[config.mk]
export PLATFORM = sky130hd
export DESIGN_NAME = dispatchTop
export DESIGN_NICKNAME = d
export VERILOG_FILES = /design/src/dispatchPkg.sv /design/src/laneFormer.sv /design/src/spaceCheck.sv /design/src/dispatchTop.sv
export SDC_FILE = /design/constraint.sdc
export NUM_CORES = 1
export LEC_CHECK = 0
export BUFFER_PORTS_ARGS = -buffer_cell sky130_fd_sc_hd__buf_2
export CAP_MARGIN = 10
export CORE_AREA = 2 2 413 415
export DETAILED_ROUTE_END_ITERATION = 12
export DIE_AREA = 0 0 415 417
export MAX_ROUTING_LAYER = met4
export SLEW_MARGIN = 20
export SYNTH_ARGS = -nofsm -noshare
export SYNTH_HDL_FRONTEND = slang
export SYNTH_SLANG_ARGS = --single-unit
export TNS_END_PERCENT = 100
[constraint.sdc]
create_clock -name vclk -period 3
set_input_delay 0.15 -clock vclk [all_inputs]
set_output_delay 0.15 -clock vclk [all_outputs]
set_load 0.05 [all_outputs]
[src/dispatchPkg.sv]
// Dispatch stage shared definitions

package dispatchPkg;

  // Machine widths
  localparam int DispatchWidth  = 4;  // Lanes per cycle
  localparam int Checkpoints    = 4;
  localparam int CheckpointsLog = 2;

  // Field widths
  localparam int PhysRegLog  = 7;
  localparam int LogRegLog   = 5;
  localparam int ImmWidth    = 16;
  localparam int OpcodeWidth = 8;
  localparam int PcWidth     = 32;

  // Back-end capacities, load and store queues share one size
  localparam int LsqSize        = 16;
  localparam int IssueQSize     = 32;
  localparam int ActiveListSize = 64;

  // Occupancy counters hold 0 up to the full size
  localparam int LsqCntWidth        = $clog2(LsqSize) + 1;
  localparam int IssueQCntWidth     = $clog2(IssueQSize) + 1;
  localparam int ActiveListCntWidth = $clog2(ActiveListSize) + 1;

  // Per-group load or store count, 0 to DispatchWidth
  localparam int LaneCntWidth = $clog2(DispatchWidth + 1);

  // One extra bit so count plus incoming never wraps
  localparam int LsqSumWidth        = LsqCntWidth + 1;
  localparam int IssueQSumWidth     = IssueQCntWidth + 1;
  localparam int ActiveListSumWidth = ActiveListCntWidth + 1;

  typedef logic [Checkpoints-1:0] branchMaskT;

  // Rename to dispatch packet, logDest on top
  typedef struct packed {
    logic [LogRegLog-1:0]      logDest;
    logic                      ctrlFlag;    // Branch or jump
    logic                      isStore;
    logic                      isLoad;
    branchMaskT                branchMask;  // Unresolved branches ahead
    logic [CheckpointsLog-1:0] checkpointId;
    logic [PhysRegLog-1:0]     phySrc1;
    logic [PhysRegLog-1:0]     phySrc2;
    logic [PhysRegLog-1:0]     phyDest;
    logic [PhysRegLog-1:0]     phyOldDest;  // Freed at retire
    logic [ImmWidth-1:0]       imm;
    logic [OpcodeWidth-1:0]    opcode;
    logic [PcWidth-1:0]        pc;
  } renamedPacketT;

  // Issue queue entry, renamed packet without logDest
  typedef struct packed {
    logic                      ctrlFlag;
    logic                      isStore;
    logic                      isLoad;
    branchMaskT                branchMask;  // Already updated for this cycle
    logic [CheckpointsLog-1:0] checkpointId;
    logic [PhysRegLog-1:0]     phySrc1;
    logic [PhysRegLog-1:0]     phySrc2;
    logic [PhysRegLog-1:0]     phyDest;
    logic [PhysRegLog-1:0]     phyOldDest;
    logic [ImmWidth-1:0]       imm;
    logic [OpcodeWidth-1:0]    opcode;
    logic [PcWidth-1:0]        pc;
  } issueqPacketT;

  // Active list entry, what retire and recovery need
  typedef struct packed {
    logic                  isLoad;
    logic                  isStore;
    logic [PcWidth-1:0]    pc;
    logic [LogRegLog-1:0]  logDest;
    logic [PhysRegLog-1:0] phyDest;
    logic [PhysRegLog-1:0] phyOldDest;
    logic                  ctrlFlag;
  } alPacketT;

  // Load-store queue entry
  typedef struct packed {
    branchMaskT branchMask;
    logic       isStore;
    logic       isLoad;
  } lsqPacketT;

endpackage

[src/laneFormer.sv]
// Dispatch lane packet former

`timescale 1ns/1ps

module laneFormer (
  input  dispatchPkg::renamedPacketT              renamedPacket_i,
  input  logic                                    ctrlVerified_i,
  input  logic [dispatchPkg::CheckpointsLog-1:0]  ctrlVerifiedId_i,

  output dispatchPkg::issueqPacketT               issueqPacket_o,
  output dispatchPkg::alPacketT                   alPacket_o,
  output dispatchPkg::lsqPacketT                  lsqPacket_o,
  output dispatchPkg::branchMaskT                 updatedBranchMask_o,
  output logic                                    load_o,
  output logic                                    store_o
);

  dispatchPkg::branchMaskT clearMask;   // One-hot bit of the verified branch
  dispatchPkg::branchMaskT laneMask;    // Mask after the clear

  // A verified branch no longer guards younger instructions
  always_comb
  begin
    if (ctrlVerified_i)
    begin
      clearMask = dispatchPkg::branchMaskT'(1) << ctrlVerifiedId_i;
    end
    else
    begin
      clearMask = '0;
    end
  end

  assign laneMask = renamedPacket_i.branchMask & ~clearMask;

  // Goes back to the rename/dispatch register in case of a stall
  assign updatedBranchMask_o = laneMask;

  // Flags for the load and store counters
  assign load_o  = renamedPacket_i.isLoad;
  assign store_o = renamedPacket_i.isStore;

  // Issue queue packet
  always_comb
  begin
    issueqPacket_o.ctrlFlag     = renamedPacket_i.ctrlFlag;
    issueqPacket_o.isStore      = renamedPacket_i.isStore;
    issueqPacket_o.isLoad       = renamedPacket_i.isLoad;
    issueqPacket_o.branchMask   = laneMask;
    issueqPacket_o.checkpointId = renamedPacket_i.checkpointId;
    issueqPacket_o.phySrc1      = renamedPacket_i.phySrc1;
    issueqPacket_o.phySrc2      = renamedPacket_i.phySrc2;
    issueqPacket_o.phyDest      = renamedPacket_i.phyDest;
    issueqPacket_o.phyOldDest   = renamedPacket_i.phyOldDest;
    issueqPacket_o.imm          = renamedPacket_i.imm;
    issueqPacket_o.opcode       = renamedPacket_i.opcode;
    issueqPacket_o.pc           = renamedPacket_i.pc;
  end

  // Active list keeps the mapping to undo or commit
  always_comb
  begin
    alPacket_o.isLoad     = renamedPacket_i.isLoad;
    alPacket_o.isStore    = renamedPacket_i.isStore;
    alPacket_o.pc         = renamedPacket_i.pc;
    alPacket_o.logDest    = renamedPacket_i.logDest;
    alPacket_o.phyDest    = renamedPacket_i.phyDest;
    alPacket_o.phyOldDest = renamedPacket_i.phyOldDest;  // Released at commit
    alPacket_o.ctrlFlag   = renamedPacket_i.ctrlFlag;
  end

  // LSQ only needs the mask for squash and the type
  always_comb
  begin
    lsqPacket_o.branchMask = laneMask;
    lsqPacket_o.isStore    = renamedPacket_i.isStore;
    lsqPacket_o.isLoad     = renamedPacket_i.isLoad;
  end

endmodule

[src/spaceCheck.sv]
// Back-end space check

`timescale 1ns/1ps

module spaceCheck (
  input  logic                                        load0_i,
  input  logic                                        load1_i,
  input  logic                                        load2_i,
  input  logic                                        load3_i,
  input  logic                                        store0_i,
  input  logic                                        store1_i,
  input  logic                                        store2_i,
  input  logic                                        store3_i,

  input  logic [dispatchPkg::LsqCntWidth-1:0]         loadQueueCnt_i,
  input  logic [dispatchPkg::LsqCntWidth-1:0]         storeQueueCnt_i,
  input  logic [dispatchPkg::IssueQCntWidth-1:0]      issueQueueCnt_i,
  input  logic [dispatchPkg::ActiveListCntWidth-1:0]  activeListCnt_i,

  input  logic                                        renameReady_i,
  input  logic                                        flagRecoverEx_i,

  output logic                                        backEndReady_o,
  output logic                                        stallFrontEnd_o
);

  logic [dispatchPkg::LaneCntWidth-1:0]       loadCnt;
  logic [dispatchPkg::LaneCntWidth-1:0]       storeCnt;

  logic [dispatchPkg::LsqSumWidth-1:0]        loadSum;
  logic [dispatchPkg::LsqSumWidth-1:0]        storeSum;
  logic [dispatchPkg::IssueQSumWidth-1:0]     issueSum;
  logic [dispatchPkg::ActiveListSumWidth-1:0] activeSum;

  logic loadFull;
  logic storeFull;
  logic issueFull;
  logic activeFull;

  // Loads and stores in this group
  assign loadCnt  = dispatchPkg::LaneCntWidth'(load0_i) + dispatchPkg::LaneCntWidth'(load1_i)
                  + dispatchPkg::LaneCntWidth'(load2_i) + dispatchPkg::LaneCntWidth'(load3_i);
  assign storeCnt = dispatchPkg::LaneCntWidth'(store0_i) + dispatchPkg::LaneCntWidth'(store1_i)
                  + dispatchPkg::LaneCntWidth'(store2_i) + dispatchPkg::LaneCntWidth'(store3_i);

  // LSQ only takes the memory ops
  assign loadSum  = dispatchPkg::LsqSumWidth'(loadQueueCnt_i)
                  + dispatchPkg::LsqSumWidth'(loadCnt);
  assign storeSum = dispatchPkg::LsqSumWidth'(storeQueueCnt_i)
                  + dispatchPkg::LsqSumWidth'(storeCnt);

  // Issue queue and active list take every lane
  assign issueSum  = dispatchPkg::IssueQSumWidth'(issueQueueCnt_i)
                   + dispatchPkg::IssueQSumWidth'(dispatchPkg::DispatchWidth);
  assign activeSum = dispatchPkg::ActiveListSumWidth'(activeListCnt_i)
                   + dispatchPkg::ActiveListSumWidth'(dispatchPkg::DispatchWidth);

  assign loadFull   = loadSum > dispatchPkg::LsqSumWidth'(dispatchPkg::LsqSize);
  assign storeFull  = storeSum > dispatchPkg::LsqSumWidth'(dispatchPkg::LsqSize);
  assign issueFull  = issueSum > dispatchPkg::IssueQSumWidth'(dispatchPkg::IssueQSize);
  assign activeFull = activeSum
                    > dispatchPkg::ActiveListSumWidth'(dispatchPkg::ActiveListSize);

  // Any overflow holds decode and rename
  assign stallFrontEnd_o = loadFull | storeFull | issueFull | activeFull;

  // No dispatch during recovery, packets would be squashed anyway
  assign backEndReady_o = ~stallFrontEnd_o & renameReady_i & ~flagRecoverEx_i;

endmodule

[src/dispatchTop.sv]
// Four-wide dispatch stage

`timescale 1ns/1ps

module dispatchTop (
  input  dispatchPkg::renamedPacketT                  renamedPacket0_i,
  input  dispatchPkg::renamedPacketT                  renamedPacket1_i,
  input  dispatchPkg::renamedPacketT                  renamedPacket2_i,
  input  dispatchPkg::renamedPacketT                  renamedPacket3_i,

  input  logic                                        renameReady_i,    // Rename has a group
  input  logic                                        flagRecoverEx_i,
  input  logic                                        ctrlVerified_i,
  input  logic [dispatchPkg::CheckpointsLog-1:0]      ctrlVerifiedId_i,

  // Current back-end occupancy
  input  logic [dispatchPkg::LsqCntWidth-1:0]         loadQueueCnt_i,
  input  logic [dispatchPkg::LsqCntWidth-1:0]         storeQueueCnt_i,
  input  logic [dispatchPkg::IssueQCntWidth-1:0]      issueQueueCnt_i,
  input  logic [dispatchPkg::ActiveListCntWidth-1:0]  activeListCnt_i,

  output dispatchPkg::issueqPacketT                   issueqPacket0_o,
  output dispatchPkg::issueqPacketT                   issueqPacket1_o,
  output dispatchPkg::issueqPacketT                   issueqPacket2_o,
  output dispatchPkg::issueqPacketT                   issueqPacket3_o,

  output dispatchPkg::alPacketT                       alPacket0_o,
  output dispatchPkg::alPacketT                       alPacket1_o,
  output dispatchPkg::alPacketT                       alPacket2_o,
  output dispatchPkg::alPacketT                       alPacket3_o,

  output dispatchPkg::lsqPacketT                      lsqPacket0_o,
  output dispatchPkg::lsqPacketT                      lsqPacket1_o,
  output dispatchPkg::lsqPacketT                      lsqPacket2_o,
  output dispatchPkg::lsqPacketT                      lsqPacket3_o,

  // Back to the rename/dispatch register when the group is held
  output dispatchPkg::branchMaskT                     updatedBranchMask0_o,
  output dispatchPkg::branchMaskT                     updatedBranchMask1_o,
  output dispatchPkg::branchMaskT                     updatedBranchMask2_o,
  output dispatchPkg::branchMaskT                     updatedBranchMask3_o,

  output logic                                        backEndReady_o,
  output logic                                        stallFrontEnd_o
);

  // Per-lane memory op flags
  logic load0;
  logic load1;
  logic load2;
  logic load3;
  logic store0;
  logic store1;
  logic store2;
  logic store3;

  laneFormer lane0 (
    .renamedPacket_i     (renamedPacket0_i),
    .ctrlVerified_i      (ctrlVerified_i),
    .ctrlVerifiedId_i    (ctrlVerifiedId_i),
    .issueqPacket_o      (issueqPacket0_o),
    .alPacket_o          (alPacket0_o),
    .lsqPacket_o         (lsqPacket0_o),
    .updatedBranchMask_o (updatedBranchMask0_o),
    .load_o              (load0),
    .store_o             (store0)
  );

  laneFormer lane1 (
    .renamedPacket_i     (renamedPacket1_i),
    .ctrlVerified_i      (ctrlVerified_i),
    .ctrlVerifiedId_i    (ctrlVerifiedId_i),
    .issueqPacket_o      (issueqPacket1_o),
    .alPacket_o          (alPacket1_o),
    .lsqPacket_o         (lsqPacket1_o),
    .updatedBranchMask_o (updatedBranchMask1_o),
    .load_o              (load1),
    .store_o             (store1)
  );

  laneFormer lane2 (
    .renamedPacket_i     (renamedPacket2_i),
    .ctrlVerified_i      (ctrlVerified_i),
    .ctrlVerifiedId_i    (ctrlVerifiedId_i),
    .issueqPacket_o      (issueqPacket2_o),
    .alPacket_o          (alPacket2_o),
    .lsqPacket_o         (lsqPacket2_o),
    .updatedBranchMask_o (updatedBranchMask2_o),
    .load_o              (load2),
    .store_o             (store2)
  );

  laneFormer lane3 (
    .renamedPacket_i     (renamedPacket3_i),
    .ctrlVerified_i      (ctrlVerified_i),
    .ctrlVerifiedId_i    (ctrlVerifiedId_i),
    .issueqPacket_o      (issueqPacket3_o),
    .alPacket_o          (alPacket3_o),
    .lsqPacket_o         (lsqPacket3_o),
    .updatedBranchMask_o (updatedBranchMask3_o),
    .load_o              (load3),
    .store_o             (store3)
  );

  // Room check for the whole group
  spaceCheck space (
    .load0_i         (load0),
    .load1_i         (load1),
    .load2_i         (load2),
    .load3_i         (load3),
    .store0_i        (store0),
    .store1_i        (store1),
    .store2_i        (store2),
    .store3_i        (store3),
    .loadQueueCnt_i  (loadQueueCnt_i),
    .storeQueueCnt_i (storeQueueCnt_i),
    .issueQueueCnt_i (issueQueueCnt_i),
    .activeListCnt_i (activeListCnt_i),
    .renameReady_i   (renameReady_i),
    .flagRecoverEx_i (flagRecoverEx_i),
    .backEndReady_o  (backEndReady_o),
    .stallFrontEnd_o (stallFrontEnd_o)
  );

endmodule

## After elaboration in Yosys (flattened, before gate mapping)

Index checks and enable logic that the tools add are counted.

- Latch bits: 0
- Output and inout bits: 630
- Memories kept: 0
- ROM bits: 0
- Register bits after elaboration: 0
- Input bits: 420
- Bits in writable memories: 0

- Divide/modulo/power cells: 0
- Multiply operators: 0
- Add/subtract/negate cells: 10
- Equality and inequality tests: 0
- Bitwise gates (word level): 12
- Reductions and logical operators: 0
- Multiplexer cells: 1
- Shift-type cells: 1
- Magnitude comparators: 4

Operators by type and width:

| kind | count |
|---|---|
| bitwise AND 4 bit | 4 |
| adder 3 x 1 -> 3 bit | 4 |
| adder 5 x 3 -> 6 bit | 2 |
| > comparator 6 x 5 -> 1 bit, second input constant | 2 |
| adder 7 x 3 -> 8 bit, second input constant | 1 |
| > comparator 8 x 7 -> 1 bit, second input constant | 1 |
| adder 6 x 3 -> 7 bit, second input constant | 1 |
| > comparator 7 x 6 -> 1 bit, second input constant | 1 |
| adder 1 x 1 -> 2 bit | 2 |
| 2-to-1 mux 4 bit | 1 |
| inverter 4 bit | 1 |
| << shifter 1 x 2 -> 4 bit, first input constant | 1 |
| bitwise OR 1 bit | 3 |
| bitwise AND 1 bit | 2 |
| inverter 1 bit | 2 |

## Logic depth before layout (Yosys ltp)

- Depth in word-level cells: 11
- Mapped depth: 12
- Gate-level depth less buffers: 12

## Cells and area by module

From an unflattened synthesis, not the netlist that was laid out.

- Cells, all modules: 704
- Area, all modules: 5327.6 µm²

Modules (own cells, without submodules):

| module | cells each | seq. area each (µm²) | instances | area an instance (µm²) |
|---|---|---|---|---|
| laneFormer | 163 | 0.0 | 4 | 1223.7 |
| spaceCheck | 52 | 0.0 | 1 | 432.9 |

## Worst setup path before layout

Ideal clock, no wire load.

- Path type: input-to-output
- Start point: in renamedPacket0_i[90] in the netlist's numbering
- End point: out backEndReady_o
- Data required time: 2850 ps
- Stages on the path: 12
- Setup slack: -624 ps
- Arrival time: 3474 ps
- Cells stage by stage: ha_1 > inv_1 > fa_1 > inv_1 > ha_1 > inv_1 > fa_1 > xor2_1 > nand3b_1 > nor3_1 > a211oi_1 > nor4_1

- Longest elaborated chain between the ends: 11

Ends and longest elaborated chain:

| item | line | source |
|---|---|---|
| start: declaration | dispatchTop.sv:6 | `input dispatchPkg::renamedPacketT renamedPacket0_i,` |
| adder 1 x 1 -> 2 bit | spaceCheck.sv:41 | `assign loadCnt = dispatchPkg::LaneCntWidth'(load0_i) + dispatchPkg::LaneCntWidth'(load1_i)` |
| adder 3 x 1 -> 3 bit (2 in series) | spaceCheck.sv:42 | `+ dispatchPkg::LaneCntWidth'(load2_i) + dispatchPkg::LaneCntWidth'(load3_i);` |
| adder 5 x 3 -> 6 bit | spaceCheck.sv:48 | `+ dispatchPkg::LsqSumWidth'(loadCnt);` |
| > comparator 6 x 5 -> 1 bit | spaceCheck.sv:58 | `assign loadFull = loadSum > dispatchPkg::LsqSumWidth'(dispatchPkg::LsqSize);` |
| bitwise OR 1 bit (3 in series) | spaceCheck.sv:65 | `assign stallFrontEnd_o = loadFull \| storeFull \| issueFull \| activeFull;` |
| inverter 1 bit | spaceCheck.sv:68 | `assign backEndReady_o = ~stallFrontEnd_o & renameReady_i & ~flagRecoverEx_i;` |
| bitwise AND 1 bit (2 in series) | spaceCheck.sv:68 |  |
| end: declaration | dispatchTop.sv:43 | `output logic backEndReady_o,` |

No other way between the ends.

## Worst setup path after layout

- Start point: in renamedPacket0_i[91] in the netlist's numbering
- End point: out stallFrontEnd_o

- Longest elaborated chain between the ends: 8

Ends and longest elaborated chain:

| item | line | source |
|---|---|---|
| adder 1 x 1 -> 2 bit | spaceCheck.sv:43 | `assign storeCnt = dispatchPkg::LaneCntWidth'(store0_i) + dispatchPkg::LaneCntWidth'(store1_i)` |
| adder 3 x 1 -> 3 bit (2 in series) | spaceCheck.sv:44 | `+ dispatchPkg::LaneCntWidth'(store2_i) + dispatchPkg::LaneCntWidth'(store3_i);` |
| adder 5 x 3 -> 6 bit | spaceCheck.sv:50 | `+ dispatchPkg::LsqSumWidth'(storeCnt);` |
| > comparator 6 x 5 -> 1 bit | spaceCheck.sv:59 | `assign storeFull = storeSum > dispatchPkg::LsqSumWidth'(dispatchPkg::LsqSize);` |
| bitwise OR 1 bit (3 in series) | spaceCheck.sv:65 |  |
| end: declaration | dispatchTop.sv:44 | `output logic stallFrontEnd_o` |

No other way between the ends.

==> impl.org <==
** Yosys
- Cell variety after synth :: 26
- Cell area after synthesis :: 5200 sq um
- Mapped Cells :: 696
- Average cell area after synthesis :: 7.47 sq um
- Counting every net in the synthesized netlist gives 1130.
- Top cell type by total area after synthesis :: buf_4
- Yosys synthesis warning count :: 0
- Post-synthesis sequential area ratio :: 0
- Biggest area contributors in the synthesized netlist :: buf_4 (88%), ha_1 (2.4%), fa_1 (1.5%), and2_1 (1.4%), inv_1 (1.2%)
- Of the post-synthesis cell area, the dominant cell type holds 0.884.

** Route
- After detailed routing, the average wire length per cell comes to 35.8 microns.
- The detail route stage leaves a number of antenna-violating nets equal to 0.
- After detailed routing, the number of remaining DRC violations is 0.
- Summed over all layers, the routed wires come to 87700 microns.
- Violation count after the first detailed-routing iteration :: 95
- Via density per instance :: 0.971
- Across all layers, the routed design uses 2380 vias.
- Drt first pass iters :: 4

** Timing
- Hold violation count in the final report :: 0
- Derived from the worst setup path, the maximum achievable clock frequency is 326 MHz.
- Across all setup checks in the final design, the least slack found is -0.0676 ns.
- Setup violations remaining at the end of the flow were counted as 2.
- Worst slew margin relative to its limit :: 0.404
- Slew Viols, Final :: 0
- Dividing the final minimum period by the clock period gives 1.02.
- Slew at the pin closest to its max-slew limit :: 0.892 ns
- Final TNS setup :: -0.123 ns
- Setup repair after global routing could not meet its margin everywhere.
- Final Critical Period :: 3.07 ns

** Global route
- Number of global-route vias before repair :: 2239
- The first global-routing pass estimated 93300 microns of wire.
- The initial antenna violation count came to 15.
- Entering global routing, the biggest net connects 5 pins.
- Overflow left after global routing :: 0
- For this run, the total global-route usage over all layers was measured as 0.0991.

** Status
- The final reports fail on setup timing.
- Run status :: finished with violations

** Setup path
- Type of origin of the critical path :: primary input
- For the worst setup path, the data required time is 2.85 ns.
- Arrival time at the worst endpoint :: 2.92 ns
- Nature of the critical path endpoint :: output pin
- The critical path is of the primary input to output pin type.
- Of all nets on the critical path, the largest fanout is 2.

** Cells and area
- Count of filler cells inserted in the layout :: 20200
- FF/Latch Area :: 0 sq um
- Fraction of final layout cells with drive strength greater than 1 :: 0.707
- The final layout contains 661 nets.
- Number of clock-tree buffers in the layout :: 0
- Synthesis-to-finish area growth :: -16.7%
- There are 0 flip-flops and latches.

** Placement
- Detailed placement ended at an HPWL of 84700 microns.
- Count of port buffers added during placement :: 126
- Routability-driven placement finished with a final weighted congestion of 0.816.

** Floorplan
- Number of placement rows :: 151
- Horizontal die dimension :: 415 microns
- Vertical extent of the die :: 417 microns
- Die footprint :: 173000 sq um
- I/O pin total :: 1050
- Initial Util :: 0.0308
- After floorplanning, the core was sized to cover 169000 sq um.

** Worst hold path
- Type of the worst min-delay path :: primary input to output pin
- Depth of the worst hold-timing path :: 0
- The worst hold path begins at renamedPacket1_i[97].
- Destination of the worst hold path :: alPacket1_o[19]

** Job
- Max_cap viols :: 0
==> how the worst max path moves through the flow <==
stage                                     from               to  slack, ns  cells past startpoint
after floorplan           renamedPacket0_i[91]  stallFrontEnd_o       0.18                     12
after detailed placement  renamedPacket0_i[91]  stallFrontEnd_o      -0.32                     14
after global placement    renamedPacket0_i[91]  stallFrontEnd_o      -0.29                     13
after CTS                 renamedPacket0_i[91]   backEndReady_o      -0.08                     14
after global routing      renamedPacket1_i[91]   backEndReady_o      -0.18                     14
final                     renamedPacket0_i[91]  stallFrontEnd_o      -0.07                     14
==> what timing repair did <==
item	in CTS	in global routing
endpoints found under the setup margin	2	2
cloned	0	0
resized for setup	17	9
pin swaps	6	6
setup buffers	4	0
hold buffers	0	0
==> layout by cell type (no fill, tap or decap), drive strengths merged, types with 2 or more instances in the layout <==
| cell | n |
|---|---|
| buf | 139 |
| nor2 | 3 |
| clkbuf | 2 |
| inv | 17 |
| and2 | 12 |
| xor2 | 3 |
| diode | 8 |
| nor2b | 6 |
| fa | 4 |
| nand3b | 3 |
| nand3 | 6 |
| o21ai | 3 |
| a21oi | 2 |
| nand2b | 2 |
| nand2 | 2 |
| nor4 | 2 |
| ha | 10 |
| nor3 | 2 |
==> critical path, cell delays in order <==
cell and delay [ns]:
buf_12 0.12, ha_4 0.27, inv_4 0.04, fa_1 0.44, inv_1 0.08, ha_2 0.18
inv_2 0.04, fa_2 0.54, nand2b_4 0.07, nor4_4 0.27, a311oi_2 0.07, buf_4 0.15
or3_4 0.34, buf_12 0.16
==> cell usage after synthesis, drive strengths merged <==
| cell | number |
|---|---|
| inv | 17 |
| nor2 | 3 |
| nand3b | 3 |
| a211oi | 1 |
| nand2 | 2 |
| xnor2 | 1 |
| a21oi | 2 |
| o2111ai | 1 |
| a311oi | 1 |
| nand2b | 2 |
| fa | 4 |
| nor3b | 1 |
| buf | 612 |
| nand4 | 1 |
| ha | 10 |
| nand3 | 6 |
| and2 | 12 |
| nor3 | 2 |
| o21ai | 3 |
| nor4 | 2 |
| xor2 | 3 |
| nor2b | 6 |
| or3 | 1 |
==> metal layers <==
metal  vias to the layer above  GRT usage  share of wire
met5                         -          -              0
met2                       864      0.157           0.46
met1                       823     0.0385           0.14
met3                       113      0.176           0.38
li1                        580          -              -
met4                         0     0.0106          0.014
==> final cells by class <==
| type | instances | area, sq um | area share |
|---|---|---|---|
| tap | 2218 | 2780 | 0.641 |
| timing repair buffer | 141 | 836 | 0.193 |
| multi-input combinational | 67 | 634 | 0.146 |
| inverter | 17 | 66.3 | 0.0153 |
| antenna | 8 | 20.0 | 0.00462 |
==> cells by family (layout without fill, tap and decap cells) <==
| kind of cell | count (synthesis) | in the layout | synth area share |
|---|---|---|---|
| simple gates | 41 | 41 | 0.0472 |
| xor+xnor | 4 | 4 | 0.00674 |
| fa+ha+maj | 14 | 14 | 0.0395 |
| compound gates | 8 | 8 | 0.0104 |
| other cells | 0 | 8 | 0 |
| buf+inv | 629 | 158 | 0.896 |
==> through the flow <==
step / area [sq um] / std cells / utilization / worst slack, ns / hold slack (ns)
final: 4330 / 2451 / 0.0257 / -0.0676 / 0.300
after floorplan: 5210 / 696 / - / 0.180 / 0.467
after CTS: 4270 / 2443 / 0.0253 / -0.0776 / 0.300
after detailed placement: 4170 / 2439 / 0.0247 / -0.316 / 0.300
after global routing: 4310 / 2444 / 0.0256 / -0.176 / 0.300
after global placement: 4170 / 2439 / 0.0247 / -0.286 / 0.300
